File: src/logic/bp_config.svh
`ifndef BP_CONFIG_SVH
`define BP_CONFIG_SVH

// word address, the two low byte bits are not carried
`define BP_ADDR_WIDTH   30

// kind, btb and local history tables
`define BP_INDEX_WIDTH  6

`define BP_LH_WIDTH     4   // local history bits per entry
`define BP_GH_WIDTH     6   // global history length

`define BP_STACK_DEPTH  8

// first fetch address out of reset
`define BP_RESET_PC     30'h0700_0000

`endif

File: src/logic/bp_pkg.sv
`include "bp_config.svh"

package bp_pkg;

    // unconditional kinds keep bit 2 set
    typedef enum logic [2:0] {
        kind_none     = 3'd0,
        kind_direct   = 3'd1,   // conditional
        kind_ret      = 3'd4,
        kind_indirect = 3'd5,
        kind_call     = 3'd6,
        kind_jump     = 3'd7
    } branch_kind_e;

    typedef enum logic [1:0] {
        strong_nt,
        weak_nt,
        weak_t,
        strong_t
    } counter_e;

    typedef logic [`BP_ADDR_WIDTH-1:0]  addr_t;
    typedef logic [`BP_INDEX_WIDTH-1:0] index_t;

    // xor fold of the whole word address
    function automatic index_t pc_hash(input addr_t pc);
        index_t h;
        h = '0;
        for (int i = 0; i < `BP_ADDR_WIDTH; i += `BP_INDEX_WIDTH) begin
            h ^= index_t'(pc >> i);
        end
        return h;
    endfunction

    // history comes in zero extended, folded down to index width
    function automatic index_t history_hash(input index_t idx, input logic [31:0] hist);
        index_t h;
        h = idx;
        for (int i = 0; i < 32; i += `BP_INDEX_WIDTH) begin
            h ^= index_t'(hist >> i);
        end
        return h;
    endfunction

endpackage

File: src/logic/bp_update_if.sv
`timescale 1ns/1ps

// resolved branch from execute, one cycle per update
interface bp_update_if;
    logic                 valid;
    bp_pkg::addr_t        pc;
    bp_pkg::index_t       index;    // pc_hash(pc), computed once at the top
    bp_pkg::branch_kind_e kind;
    logic                 taken;
    bp_pkg::addr_t        target;
    bp_pkg::addr_t        ret_pc;   // return address of a call

    modport sender (
        output valid, pc, index, kind, taken, target, ret_pc
    );

    modport tables (
        input valid, pc, index, kind, taken, target, ret_pc
    );
endinterface

File: src/logic/kind_table.sv
`timescale 1ns/1ps
`include "bp_config.svh"

module kind_table (
    input  logic                 clk,
    input  logic                 rstn,
    input  logic                 stall,
    input  bp_pkg::index_t       read_index,
    bp_update_if.tables          upd,
    output bp_pkg::branch_kind_e kind_pdc
);

    localparam int TABLE_SIZE = 1 << `BP_INDEX_WIDTH;

    bp_pkg::branch_kind_e kinds [TABLE_SIZE];

    always_ff @(posedge clk) begin
        if (!rstn) begin
            for (int i = 0; i < TABLE_SIZE; i++) begin
                kinds[i] <= bp_pkg::kind_none;
            end
            kind_pdc <= bp_pkg::kind_none;
        end else begin
            if (upd.valid) begin
                kinds[upd.index] <= upd.kind;   // last resolved kind wins
            end
            if (!stall) begin
                kind_pdc <= kinds[read_index];  // old contents on a same-edge write
            end
        end
    end

    // encodings 2 and 3 must never reach fetch, whatever execute sends
    assert property (@(posedge clk) disable iff (!rstn)
        !(kind_pdc inside {3'd2, 3'd3}));

endmodule

File: src/flat_wrapper.sv
// flat-port wrapper written by rule: the top's interface ports become plain ports
module kind_table_flat 
  (clk, rstn, stall, read_index, kind_pdc, upd_valid, upd_pc, upd_index, upd_kind, upd_taken, upd_target, upd_ret_pc);
  bp_update_if upd_i ();
  input  logic clk;
  input  logic rstn;
  input  logic stall;
  input  bp_pkg::index_t read_index;
  output bp_pkg::branch_kind_e kind_pdc;
  input wire logic [$bits(upd_i.valid)-1:0] upd_valid;
  input wire logic [$bits(upd_i.pc)-1:0] upd_pc;
  input wire logic [$bits(upd_i.index)-1:0] upd_index;
  input wire logic [$bits(upd_i.kind)-1:0] upd_kind;
  input wire logic [$bits(upd_i.taken)-1:0] upd_taken;
  input wire logic [$bits(upd_i.target)-1:0] upd_target;
  input wire logic [$bits(upd_i.ret_pc)-1:0] upd_ret_pc;
  assign upd_i.valid = upd_valid;
  assign upd_i.pc = upd_pc;
  assign upd_i.index = upd_index;
  assign upd_i.kind = upd_kind;
  assign upd_i.taken = upd_taken;
  assign upd_i.target = upd_target;
  assign upd_i.ret_pc = upd_ret_pc;
  kind_table u_core (.clk(clk), .rstn(rstn), .stall(stall), .read_index(read_index), .upd(upd_i), .kind_pdc(kind_pdc));
endmodule
File: config.mk
export PLATFORM = sky130hd
export DESIGN_NAME = kind_table_flat
export DESIGN_NICKNAME = d
export VERILOG_FILES = /design/src/logic/bp_pkg.sv /design/src/logic/bp_update_if.sv /design/src/logic/kind_table.sv /design/src/flat_wrapper.sv
export VERILOG_INCLUDE_DIRS = /design/src /design/src/logic
export SDC_FILE = /design/constraint.sdc
export NUM_CORES = 1
export LEC_CHECK = 0
export BUFFER_PORTS_ARGS = -buffer_cell sky130_fd_sc_hd__clkbuf_2
export CAP_MARGIN = 20
export CORE_MARGIN = 1.5
export CORE_UTILIZATION = 63
export DETAILED_ROUTE_END_ITERATION = 10
export PLACE_DENSITY = 0.85
export SYNTH_ARGS = -nofsm -noshare
export SYNTH_HDL_FRONTEND = slang
export SYNTH_SLANG_ARGS = --single-unit
export TNS_END_PERCENT = 10
File: constraint.sdc
create_clock -name clk -period 4.53 [get_ports clk]
set_input_delay 0.6795 -clock clk [delete_from_list [all_inputs] [get_ports clk]]
set_output_delay 0.6795 -clock clk [all_outputs]
set_load 0.01 [all_outputs]
* After elaboration in Yosys (flattened, before gate mapping)
Memory sizes are Yosys's and may differ from the RTL's. A register that Yosys moved wholly into a read port is not among the register bits. Index checks and enable logic that the tools add are counted.
Word-level totals: register bits after elaboration 0, latch bits 0, RAM bits 192, memory bits (read-only) 0, output and inout bits 3, memories kept 1
Memories:
- u_core.kinds | depth 64, width 3, read ports 1, clocked after Yosys merged registers in 1, write ports 64, RTL line kind_table.sv:15 | bp_pkg::branch_kind_e kinds [TABLE_SIZE];
Cells by class: add/subtract/negate cells 0, $mul 0, div/mod/pow operators 0, $lt $le $gt $ge 0, equality and inequality tests 0, shift-type cells 0, multiplexer cells 7, bitwise gates (word level) 0, reductions and logical operators 3
Operators by type and width (count):
- $mux W6 | 1
- $mux W1 | 5
- $mux W3 | 1
- $reduce_or A3 Y1 | 1
- $logic_not A1 Y1 | 2

* Depth between registers and ports, before layout
Gate-level depths: netlist of the first run.
depth after elaboration 5, mapped depth 8

* Worst setup path before layout of the first run
No wires, ideal clock.
path kind input -> register, start input rstn, end memory u_core.kinds[32][0] (netlist name) (enable), data arrival time 1.792 ns, setup slack 2.436 ns, stages 6, cells stage by stage buf_2 -> nand2_1 -> nor4_1 -> clkbuf_1 -> nand2_1 -> nand2_1
RTL lines:
- start, declared | RTL line flat_wrapper.sv:6 | input logic rstn;
- end, declared | RTL line kind_table.sv:15

==> results of run 1 <==
routing by layer:
metal	track usage	up-vias
met3	0.0586	59
met1	0.354	3098
met2	0.453	361
met5	0	-
li1	-	2801
met4	0.132	2
per-stage QoR:
step	hold WS, ns	std cells	power, W
after floorplan	0.489	763	0.00234
after detailed placement	0.508	904	0.00244
after global placement	0.481	904	0.00242
final	0.522	937	0.00395
after CTS	0.518	936	0.00395
after global routing	0.537	936	0.00404
worst paths after layout:
check                                                      start                              end  slack [ns]  cells after the start
worst max-delay path                               read_index[0]  u_core.kind_pdc[2]$_SDFFE_PN0N_        1.83                      7
worst min-delay path             u_core.kind_pdc[2]$_SDFFE_PN0N_  u_core.kind_pdc[2]$_SDFFE_PN0N_        0.52                      2
worst max register to register  u_core.kinds[3][0]$_SDFFCE_PN0P_  u_core.kind_pdc[0]$_SDFFE_PN0N_        2.76                      5
worst min register to register   u_core.kind_pdc[2]$_SDFFE_PN0N_  u_core.kind_pdc[2]$_SDFFE_PN0N_        0.52                      2
cells by family (layout without fill, tap and decap cells):
group | Yosys count | in the layout
compound gates | 53 | 53
buf+inv | 88 | 73
flops | 195 | 195
mux | 60 | 60
other cells | 0 | 1
simple gates | 367 | 367
power by group through the flow:
stage	Combinational, W	Clock, W	Sequential, W
2_1_floorplan	0.000221	0	0.00212
3_3_place_gp	0.000285	0	0.00213
3_5_place_dp	0.000300	0	0.00214
4_1_cts	0.000302	0.00154	0.00210
5_1_grt	0.000328	0.00160	0.00211
6_report	0.000306	0.00154	0.00210
cell usage in the layout (no fill, tap or decap), drive strengths merged, types with 11 or more instances in the layout:
cell,netlist,routed
mux2i,24,24
o21ai,11,11
nor2,16,16
mux4,36,36
edfxtp,192,192
clkbuf,66,41
buf,22,21
nand2,119,119
and2,25,25
and3,169,169
registers in the layout, summed over array words and instances (netlist names):
signal           count
u_core.kinds       192
u_core.kind_pdc      3
critical path: cells and delay by family:
family	cells	cell delay [ns]
AOI/OAI and AO/OA	3	0.65
muxes	1	0.60
and+or+nand+nor	1	0.07
buffers and inverters	2	1.02
cell type report:
class | instances | area share
diodes | 1 | 0.000241
flip-flops and latches | 195 | 0.561
repair buffers | 41 | 0.0246
well taps | 188 | 0.0226
clock inverters | 11 | 0.0149
multi-input cells | 480 | 0.333
clock buffers | 21 | 0.0434
==> parameters.txt, run 1 <==
Parameter                              Value

Status
  Outcome ... finished, final reports clean

Synth
  Post-synthesis xor/xnor area fraction ... 0
  Post-synth top area cell ... edfxtp_1
  Synthesized area ... 0.00966 mm2
  Most numerous cell in the Yosys netlist ... edfxtp_1
  Number of instances in the synthesized netlist ... 763
  Combinational family with the most area after synthesis ... simple AND/OR/NAND/NOR gates
  Count of yosys warnings during synthesis ... 0
  Post-synth EDFFs ... 192
  Average cell area after synthesis ... 12.7 um2
  Synth Register Bits ... 195
  Post-Synth Adder-Cell Area ... 0
  Post-Synthesis Net Count ... 873
  Most instantiated cells after synthesis ... edfxtp_1 (192), and3_1 (169), nand2_1 (119)
  Simple-gate portion of the synthesized area ... 0.203
  Top cell type's share of synthesized area ... 0.597
  Synthesized-area fraction occupied by ao, oa, aoi and oai cells ... 0.0400
  Most frequently used flop master after synthesis ... edfxtp_1
  Number of distinct library cells after synthesis ... 36
  Fraction of the yosys area taken by sequential cells ... 0.603
  Multiplexer share of the synthesized area ... 0.112
  Cell types with the largest area share after synthesis ... edfxtp_1 (60%), and3_1 (11%), mux4_2 (6.5%)
  Post-synthesis async set-or-reset flop share ... 0

Finish
  Number of inserted filler cells in the final layout ... 973
  Fraction of final layout cells with drive strength greater than 1 ... 0.144
  Area of the multi-input gates ... 0.00346 mm2
  Final cell area excluding filler cells ... 0.0104 mm2
  Final design utilization ... 0.688
  Area of all sequential standard cells ... 0.00583 mm2
  Nets ... 845
  P&R area growth vs syn ... 7.54%

Worst setup path
  Crit-path slowest cell ... mux4_2
  Top fanout value on the critical path ... 24
  Worst Setup Path Type ... input port to flop
  Peak per-stage delay on the critical path ... 0.60 ns
  Critical path startpoint category ... input port
  Arr. time, crit path ... 3.03 ns
  Required time at the endpoint of the critical path ... 4.85 ns
  Cell breakdown of the critical path ... clkbuf_2 > buf_4 > mux4_2 > a22oi_1 > nand2_1 > a211oi_1 > o31ai_1
  Capturing element type of the critical path ... flop

Timing
  Number of max-slew violations in the final report ... 0
  Slew HR ... 0.363
  Tcrit/Tclk final ... 0.597
  Tightest Pin Transition ... 0.956 ns
  Final setup violating endpoints ... 0
  FMAX ... 370 MHz
  Summed negative setup slack over all endpoints ... 0 ns
  Crit path setup slack, layout ... 1.83 ns
  Clock tree skew after final layout ... 0.00770 ns
  Final hold viol count ... 0
  Shortest clock period the worst path allows after layout ... 2.70 ns
  Unrepaired setup endpoints after global routing ... no

GRT
  Residual overflow from global routing ... 0
  Global-route wire length before repair ... 32800 um
  Global Route Usage Sum ... 0.276
  Via count of the first global-routing pass ... 6165
  Largest net degree at the start of global routing ... 67
  Antenna violations before repair ... 2

Placed design
  Estimated wirelength of the detail-placed design ... 12700 um
  Worst slack after detailed placement ... 1.43 ns
  Final weighted congestion in routability-driven placement ... 0.922
  Post-placement cell area ... 0.00978 mm2
  # port buffers ... 21

Power
  Seq pwr share ... 0.533
  Switching part of the total ... 0.223
  Switching power total ... 0.000880 W
  Internal power ... 0.00307 W
  Part of the total power dissipated in combinational logic ... 0.077
  Leakage ... 4.27 nW
  Clock power share ... 0.390
  Peak VDD IR ... 0.000334 V
  Power Density ... 380 mW/mm2

Clock network
  Clock edge transition at the registers on the reported setup and hold paths ... 0.06 ns
  Resize count post-CTS ... 0
  Count of hold-fix buffers inserted at cts ... 0
  Maximum number of buffers from clock root to sink ... 2
  Clock Root Buffer ... clkbuf_16
  Clk Latency, worst-skew pair ... 0.45 ns
  Number of buffers inserted by post-CTS setup repair ... 0
  Num Clock Sinks ... 195
  Number of levels in the clock H-tree ... 4
  Total CTS buffers ... 17
  CTS tree ... built

Floorplanning
  # rows ... 45
  Total die area ... 0.0161 mm2
  Top-Level Pins ... 113
  Floorplan die width ... 127 um
  Starting density of the core ... 0.640
  Area of the core ... 0.0151 mm2
  Vertical extent of the die ... 127 um

Routing
  WL final ... 21000 um
  Number of DRC markers after the initial detailed-route iteration ... 904
  Antenna-violating nets left ... 0
  Wire length on met2 ... 10400 um
  M1 WL ... 7890 um
  Routed length per placed instance ... 22.4 um
  Routed length on met3 ... 1990 um
  Total iterations of the first detailed-routing run ... 7
  DRC errors left ... 0
  Highest routed metal layer ... met5
  Via-per-instance ratio ... 6.75
  Count of vias placed by the detailed router ... 6321

Job
  Max-Cap Viols ... 0

Hold path
  Classification of the worst-slack hold path ... flop to flop
Power figures use the tool's default switching activity.
==> inputs of run 2 (changes only) <==
- ABC_AREA: not set -> 1
- CORE_UTILIZATION: 63 -> 53
- PLACE_DENSITY: 0.85 -> 0.77
- clock period: 4.53 -> 2.32 ns (I/O delays scaled with it)
==> run 2 against run 1 <==
  * Clock-buffer cell count is 4 lower
  * Sequential power increased by 95%
  * Clock power rose by 100%
  * Synthesized area is 2.7% lower
  * Setup slack lost 1.1 ns
  * Wire length rose by 3.9%
  * Critical path depth shrank 1
  * Final cell count rose by 36%
  * Hold slack got worse by 0.20 ns
  * Critical path type unchanged
  * Critical endpoint is now u_core.kinds[53][0]$_SDFFCE_PN0P_
  * Highest routed layer is now met4
==> parameters.txt, run 2 <==
Parameter                              Value

Timing
  Clock tree skew after final layout ... 0.00732 ns
  Slew HR ... 0.381
  Final hold viol count ... 0
  Number of max-slew violations in the final report ... 0
  Crit path setup slack, layout ... 0.739 ns
  Tcrit/Tclk final ... 0.682
  Unrepaired setup endpoints after global routing ... no
  Final setup violating endpoints ... 0
  Shortest clock period the worst path allows after layout ... 1.58 ns
  FMAX ... 632 MHz
  Tightest Pin Transition ... 0.928 ns
  Summed negative setup slack over all endpoints ... 0 ns

Finish
  P&R area growth vs syn ... 10.8%
  Fraction of final layout cells with drive strength greater than 1 ... 0.0943
  Most used cells in the layout excluding fill and tap cells ... nand2_1 (351), nor2_1 (205), edfxtp_1 (192)
  Top reg by flops ... u_core.kinds
  Number of inserted filler cells in the final layout ... 1410
  Most frequent standard cell in the layout excluding fill and tap cells ... nand2_1
  Flip-flop count of the largest register after layout ... 192
  Final design utilization ... 0.602
  Largest regs ... u_core.kinds: 192 flops, u_core.kind_pdc: 3 flops
  Nets ... 1147
  Area of all sequential standard cells ... 0.00583 mm2
  Antenna Diode Count ... 0
  Area of the multi-input gates ... 0.00317 mm2

Synth
  Most numerous cell in the Yosys netlist ... nand2_1
  Count of yosys warnings during synthesis ... 0
  Top cell type's share of synthesized area ... 0.613
  Post-synthesis async set-or-reset flop share ... 0
  Fraction of the yosys area taken by sequential cells ... 0.620
  Synth Register Bits ... 195
  Synthesized area ... 0.00940 mm2
  Most frequently used flop master after synthesis ... edfxtp_1
  Cell types with the largest area share after synthesis ... edfxtp_1 (61%), nand2_1 (14%), nand3_1 (9.4%)
  Post-Synthesis Net Count ... 1141
  Most instantiated cells after synthesis ... nand2_1 (351), nor2_1 (205), edfxtp_1 (192)
  Number of instances in the synthesized netlist ... 1031
  Post-synth EDFFs ... 192
  Number of distinct library cells after synthesis ... 19
  Average cell area after synthesis ... 9.12 um2
  Post-synth top area cell ... edfxtp_1

Clock network
  Num Clock Sinks ... 195
  Number of buffers inserted by post-CTS setup repair ... 0
  Clock Root Buffer ... clkbuf_16
  Number of levels in the clock H-tree ... 4
  Clk Latency, worst-skew pair ... 0.43 ns
  Clock edge transition at the registers on the reported setup and hold paths ... 0.06 ns
  Resize count post-CTS ... 0
  CTS tree ... built
  Total CTS buffers ... 17
  Maximum number of buffers from clock root to sink ... 2
  Count of hold-fix buffers inserted at cts ... 0

Placed design
  # port buffers ... 21
  Worst slack after detailed placement ... 0.329 ns
  Final weighted congestion in routability-driven placement ... 0.812
  Estimated wirelength of the detail-placed design ... 13300 um

Power
  Internal power ... 0.00614 W
  Seq pwr share ... 0.517
  Power Density ... 761 mW/mm2
  Leakage ... 4.19 nW
  Clock power share ... 0.398
  Peak VDD IR ... 0.000506 V
  Power consumption ... 0.00793 W
  Part of the total power dissipated in combinational logic ... 0.086
  Switching part of the total ... 0.226
  Switching power total ... 0.00179 W

GRT
  Via count of the first global-routing pass ... 6927
  Global-route wire length before repair ... 34500 um
  Antenna violations before repair ... 0
  Global Route Usage Sum ... 0.252
  Largest net degree at the start of global routing ... 97
  Residual overflow from global routing ... 0

Routing
  Routed length per placed instance ... 17.1 um
  WL final ... 21900 um
  Total iterations of the first detailed-routing run ... 8
  Via-per-instance ratio ... 5.69
  Number of DRC markers after the initial detailed-route iteration ... 837
  Antenna-violating nets left ... 0
  Count of vias placed by the detailed router ... 7259
  DRC errors left ... 0

Worst setup path
  Arr. time, crit path ... 1.71 ns
  Cell depth of the worst flop-to-flop path ... 10
  Top fanout value on the critical path ... 8
  Critical path startpoint category ... input port
  Worst Setup Path Type ... input port to flop
  Reg-to-reg slack, setup ... 0.99 ns
  Capturing element type of the critical path ... flop
  Required time at the endpoint of the critical path ... 2.45 ns

Floorplanning
  Top-Level Pins ... 113
  Total die area ... 0.0185 mm2
  Floorplan die width ... 136 um
  Area of the core ... 0.0173 mm2
  Starting density of the core ... 0.543
  # rows ... 48
  Vertical extent of the die ... 136 um

Hold path
  Hold path depth ... 5
  Classification of the worst-slack hold path ... input port to flop

Job
  Max-Cap Viols ... 0

Status
  Outcome ... finished, final reports clean
==> run 2: cell types whose count changed after synthesis, moves of 11 or more <==
cell	before	now
buf_2	8	20
nand2_1	119	351
nand3_1	9	177
clkbuf_1	66	32
and3_1	169	0
mux4_2	28	0
nor2_1	16	205
o21ai_0	11	0
mux2i_1	24	0
inv_1	0	15
and2_1	25	0
==> run 2: cell families after synthesis <==
kind of cell / count (synthesis) / share of synthesized area
buffers and inverters: 86 / 0.0425
and+or+nand+nor: 750 / 0.338
DFF: 195 / 0.620
==> run 2: metal layers <==
metal / global-route usage / part of all wire / up-vias
met5: 0 / 0 / -
met1: 0.332 / 0.40 / 3367
met2: 0.403 / 0.47 / 364
met4: 0.128 / 0.037 / 0
li1: - / - / 3460
met3: 0.0414 / 0.090 / 68
==> run 2: path summary, 6_finish.rpt <==
check                                    start                                end
max reg2reg  u_core.kinds[37][0]$_SDFFCE_PN0P_    u_core.kind_pdc[0]$_SDFFE_PN0N_
min                                      stall    u_core.kind_pdc[1]$_SDFFE_PN0N_
min reg2reg    u_core.kind_pdc[1]$_SDFFE_PN0N_    u_core.kind_pdc[1]$_SDFFE_PN0N_
max                               upd_index[0]  u_core.kinds[53][0]$_SDFFCE_PN0P_
==> run 2: cell type report <==
cell class                 instances  area share
clock buffer                      17      0.0408
clock inverter                    15      0.0204
inverter                          20     0.00745
multi-input combinational        750       0.305
sequential                       195       0.559
tap                              225      0.0270
timing repair buffer              53      0.0404
==> run 2: through the flow <==
step | area [um2] | hold WS (ns) | instances
floorplan | 9400 | 0.579 | 1031
global placement | 9780 | 0.601 | 1243
detailed placement | 9780 | 0.593 | 1243
CTS | 10400 | 0.319 | 1275
global route | 10400 | 0.356 | 1275
finish | 10400 | 0.323 | 1275
==> run 2: worst max-delay path, cell delays in order <==
cell,delay (ns)
clkbuf_2,0.27
inv_1,0.23
nor4_4,0.27
buf_4,0.27
nand2_1,0.14
nand2_1,0.17
==> run 2: power groups by stage <==
stage / registers, W / clock network, W / logic (W)
finish: 0.00410 / 0.00315 / 0.000681
global route: 0.00411 / 0.00331 / 0.000753
CTS: 0.00410 / 0.00316 / 0.000676
detailed placement: 0.00417 / 0 / 0.000669
global placement: 0.00417 / 0 / 0.000656
floorplan: 0.00415 / 0 / 0.000465
==> inputs of run 3 (changes only) <==
- clock period: 2.32 -> 1.3 ns (I/O delays scaled with it)
==> run 3 against run 2 <==
  * Clock power increased by 58%
  * Setup slack got worse by 0.74 ns
  * Die area unchanged
  * Combinational power increased by 110%
  * Final cell count increased by 6.9%
  * Critical path depth increased by 4
  * Wire length increased by 9.3%
  * Clock skew about the same
  * Global-route usage increased by 2.0 points
  * Power increased by 73%
  * Non-clock buffer count increased by 88
  * Design area increased by 8.7%
==> parameters.txt, run 3 (synthesized netlist as in run 2, its figures left out) <==
Parameter                              Value

Status
  Outcome ... finished, final reports clean

Power
  Power Density ... 1210 mW/mm2
  Peak VDD IR ... 0.000995 V
  Leakage ... 4.63 nW

Floorplanning
  Vertical extent of the die ... 136 um
  Top-Level Pins ... 113
  # rows ... 48
  Starting density of the core ... 0.543
  Total die area ... 0.0185 mm2
  Floorplan die width ... 136 um
  Area of the core ... 0.0173 mm2

Timing
  Crit path setup slack, layout ... 0.00353 ns
  Tcrit/Tclk final ... 0.997
  Unrepaired setup endpoints after global routing ... yes
  Slew HR ... 0.731
  Hold slack final ... 0.138 ns
  Number of max-slew violations in the final report ... 0
  FMAX ... 771 MHz
  Tightest Pin Transition ... 0.401 ns
  Shortest clock period the worst path allows after layout ... 1.30 ns
  Final hold viol count ... 0
  Clock tree skew after final layout ... 0.00766 ns
  Final setup violating endpoints ... 0

GRT
  Global Route Usage Sum ... 0.272
  Largest net degree at the start of global routing ... 48
  Antenna violations before repair ... 0
  Via count of the first global-routing pass ... 7277
  Residual overflow from global routing ... 0
  Global-route wire length before repair ... 37400 um

Worst setup path
  Arr. time, crit path ... 1.64 ns
  Crit. Startpoint ... u_core.kinds[19][0]$_SDFFCE_PN0P_
  CP endpoint ... u_core.kind_pdc[0]$_SDFFE_PN0N_
  Reg-to-reg slack, setup ... 0.004 ns
  Top fanout value on the critical path ... 1
  Cell depth of the worst flop-to-flop path ... 10
  Required time at the endpoint of the critical path ... 1.64 ns
  Critical path startpoint category ... flop
  Buffer and inverter count on the worst path ... 1
  Cell breakdown of the critical path ... nand2_1 > nand3_1 > nand3_2 > nand3_1 > nand2_1 > nand2_1 > nand3_2 > nand3_2 > nand2_1 > inv_1
  Crit-path slowest cell ... edfxtp_1
  Worst Setup Path Type ... flop to flop
  Reg-to-Reg End ... u_core.kind_pdc[0]$_SDFFE_PN0N_
  Capturing element type of the critical path ... flop
  Logic depth of the worst setup path including buffers ... 10
  Peak per-stage delay on the critical path ... 0.39 ns
  Most frequent cell on the critical path ... nand2_1
  Launching point of the worst reg2reg path ... u_core.kinds[19][0]$_SDFFCE_PN0P_
  Kind of cell adding the most delay to the critical path ... simple AND/OR/NAND/NOR gates

Finish
  Nets ... 1235
  Final design utilization ... 0.655
  Most frequent standard cell in the layout excluding fill and tap cells ... nand2_1
  P&R area growth vs syn ... 20.5%
  Antenna Diode Count ... 0
  Fraction of final layout cells with drive strength greater than 1 ... 0.192
  Final cell area excluding filler cells ... 0.0113 mm2
  Most used cells in the layout excluding fill and tap cells ... nand2_1 (342), nor2_1 (205), edfxtp_1 (192)
  Top reg by flops ... u_core.kinds
  Number of inserted filler cells in the final layout ... 1288
  Flip-flop count of the largest register after layout ... 192
  Final Non-Filler Cells ... 1363
  Largest regs ... u_core.kinds: 192 flops, u_core.kind_pdc: 3 flops

Placed design
  Worst slack after detailed placement ... -0.279 ns
  # port buffers ... 21
  Final weighted congestion in routability-driven placement ... 0.825
  Estimated wirelength of the detail-placed design ... 15700 um
  Placed cells ... 1331
  Post-placement cell area ... 0.0106 mm2

Routing
  Number of DRC markers after the initial detailed-route iteration ... 1243
  Total iterations of the first detailed-routing run ... 6
  Routed length per placed instance ... 17.5 um
  Via-per-instance ratio ... 5.69
  Count of vias placed by the detailed router ... 7756
  WL final ... 23900 um
  Antenna-violating nets left ... 0
  DRC errors left ... 0

Clock network
  Clk Latency, worst-skew pair ... 0.44 ns
  Clock edge transition at the registers on the reported setup and hold paths ... 0.07 ns
  Clock Root Buffer ... clkbuf_16
  Number of levels in the clock H-tree ... 4
  Count of hold-fix buffers inserted at cts ... 0
  Maximum number of buffers from clock root to sink ... 2
  Num Clock Sinks ... 195
  CTS tree ... built
  Total CTS buffers ... 17

Hold path
  Classification of the worst-slack hold path ... input port to flop

Job
  Max-Cap Viols ... 0
-- run 3: what timing repair did --
action,in CTS,in global routing
endpoints found under the setup margin,3,3
setup buffers,0,0
resized for setup,3,25
pin swaps,1,17
-- run 3: through the flow --
stage | total power, W | TNS [ns]
after floorplan | 0.00825 | -13.93
after detailed placement | 0.00878 | -65.50
after global routing | 0.0141 | -0.181
after CTS | 0.0137 | 0
after global placement | 0.00874 | -53.90
final | 0.0137 | 0
-- run 3: metal layers --
metal,vias up,global-route usage,wire (um)
met5,-,0,0
met4,0,0.0934,593
met3,62,0.0425,2310
met2,430,0.458,11600
met1,3632,0.360,9370
li1,3632,-,-
-- run 3: area by class of cell --
type	count	area [um2]	share of cell area
Sequential cell	195	5830	0.514
Multi-Input combinational cell	750	3310	0.292
Timing Repair Buffer	141	1270	0.112
Clock buffer	18	429	0.0379
Tap cell	225	282	0.0249
Clock inverter	14	130	0.0115
Inverter	20	81.3	0.00718
-- run 3: worst min path at each step --
stage / slack [ns] / depth (start not counted) / endpoint / start
2_1_floorplan: 0.43 / 4 / u_core.kind_pdc[0]$_SDFFE_PN0N_ / rstn
3_3_place_gp: 0.58 / 5 / u_core.kind_pdc[2]$_SDFFE_PN0N_ / read_index[5]
3_5_place_dp: 0.58 / 5 / u_core.kind_pdc[2]$_SDFFE_PN0N_ / read_index[5]
4_1_cts: 0.13 / 5 / u_core.kind_pdc[2]$_SDFFE_PN0N_ / read_index[5]
5_1_grt: 0.17 / 3 / u_core.kinds[6][1]$_SDFFCE_PN0P_ / upd_kind[1]
6_report: 0.14 / 5 / u_core.kind_pdc[0]$_SDFFE_PN0N_ / read_index[5]
-- run 3: tightest hold or removal path, stage by stage --
cell and delay [ns]:
clkbuf_2 0.12, nand3_2 0.09, nand3_2 0.06, nand2_1 0.05
inv_1 0.04
-- run 3: power by group --
part / internal (W) / switching [W]
registers: 0.00721 / 0.000110
clock network: 0.00266 / 0.00233
logic: 0.000464 / 0.000938
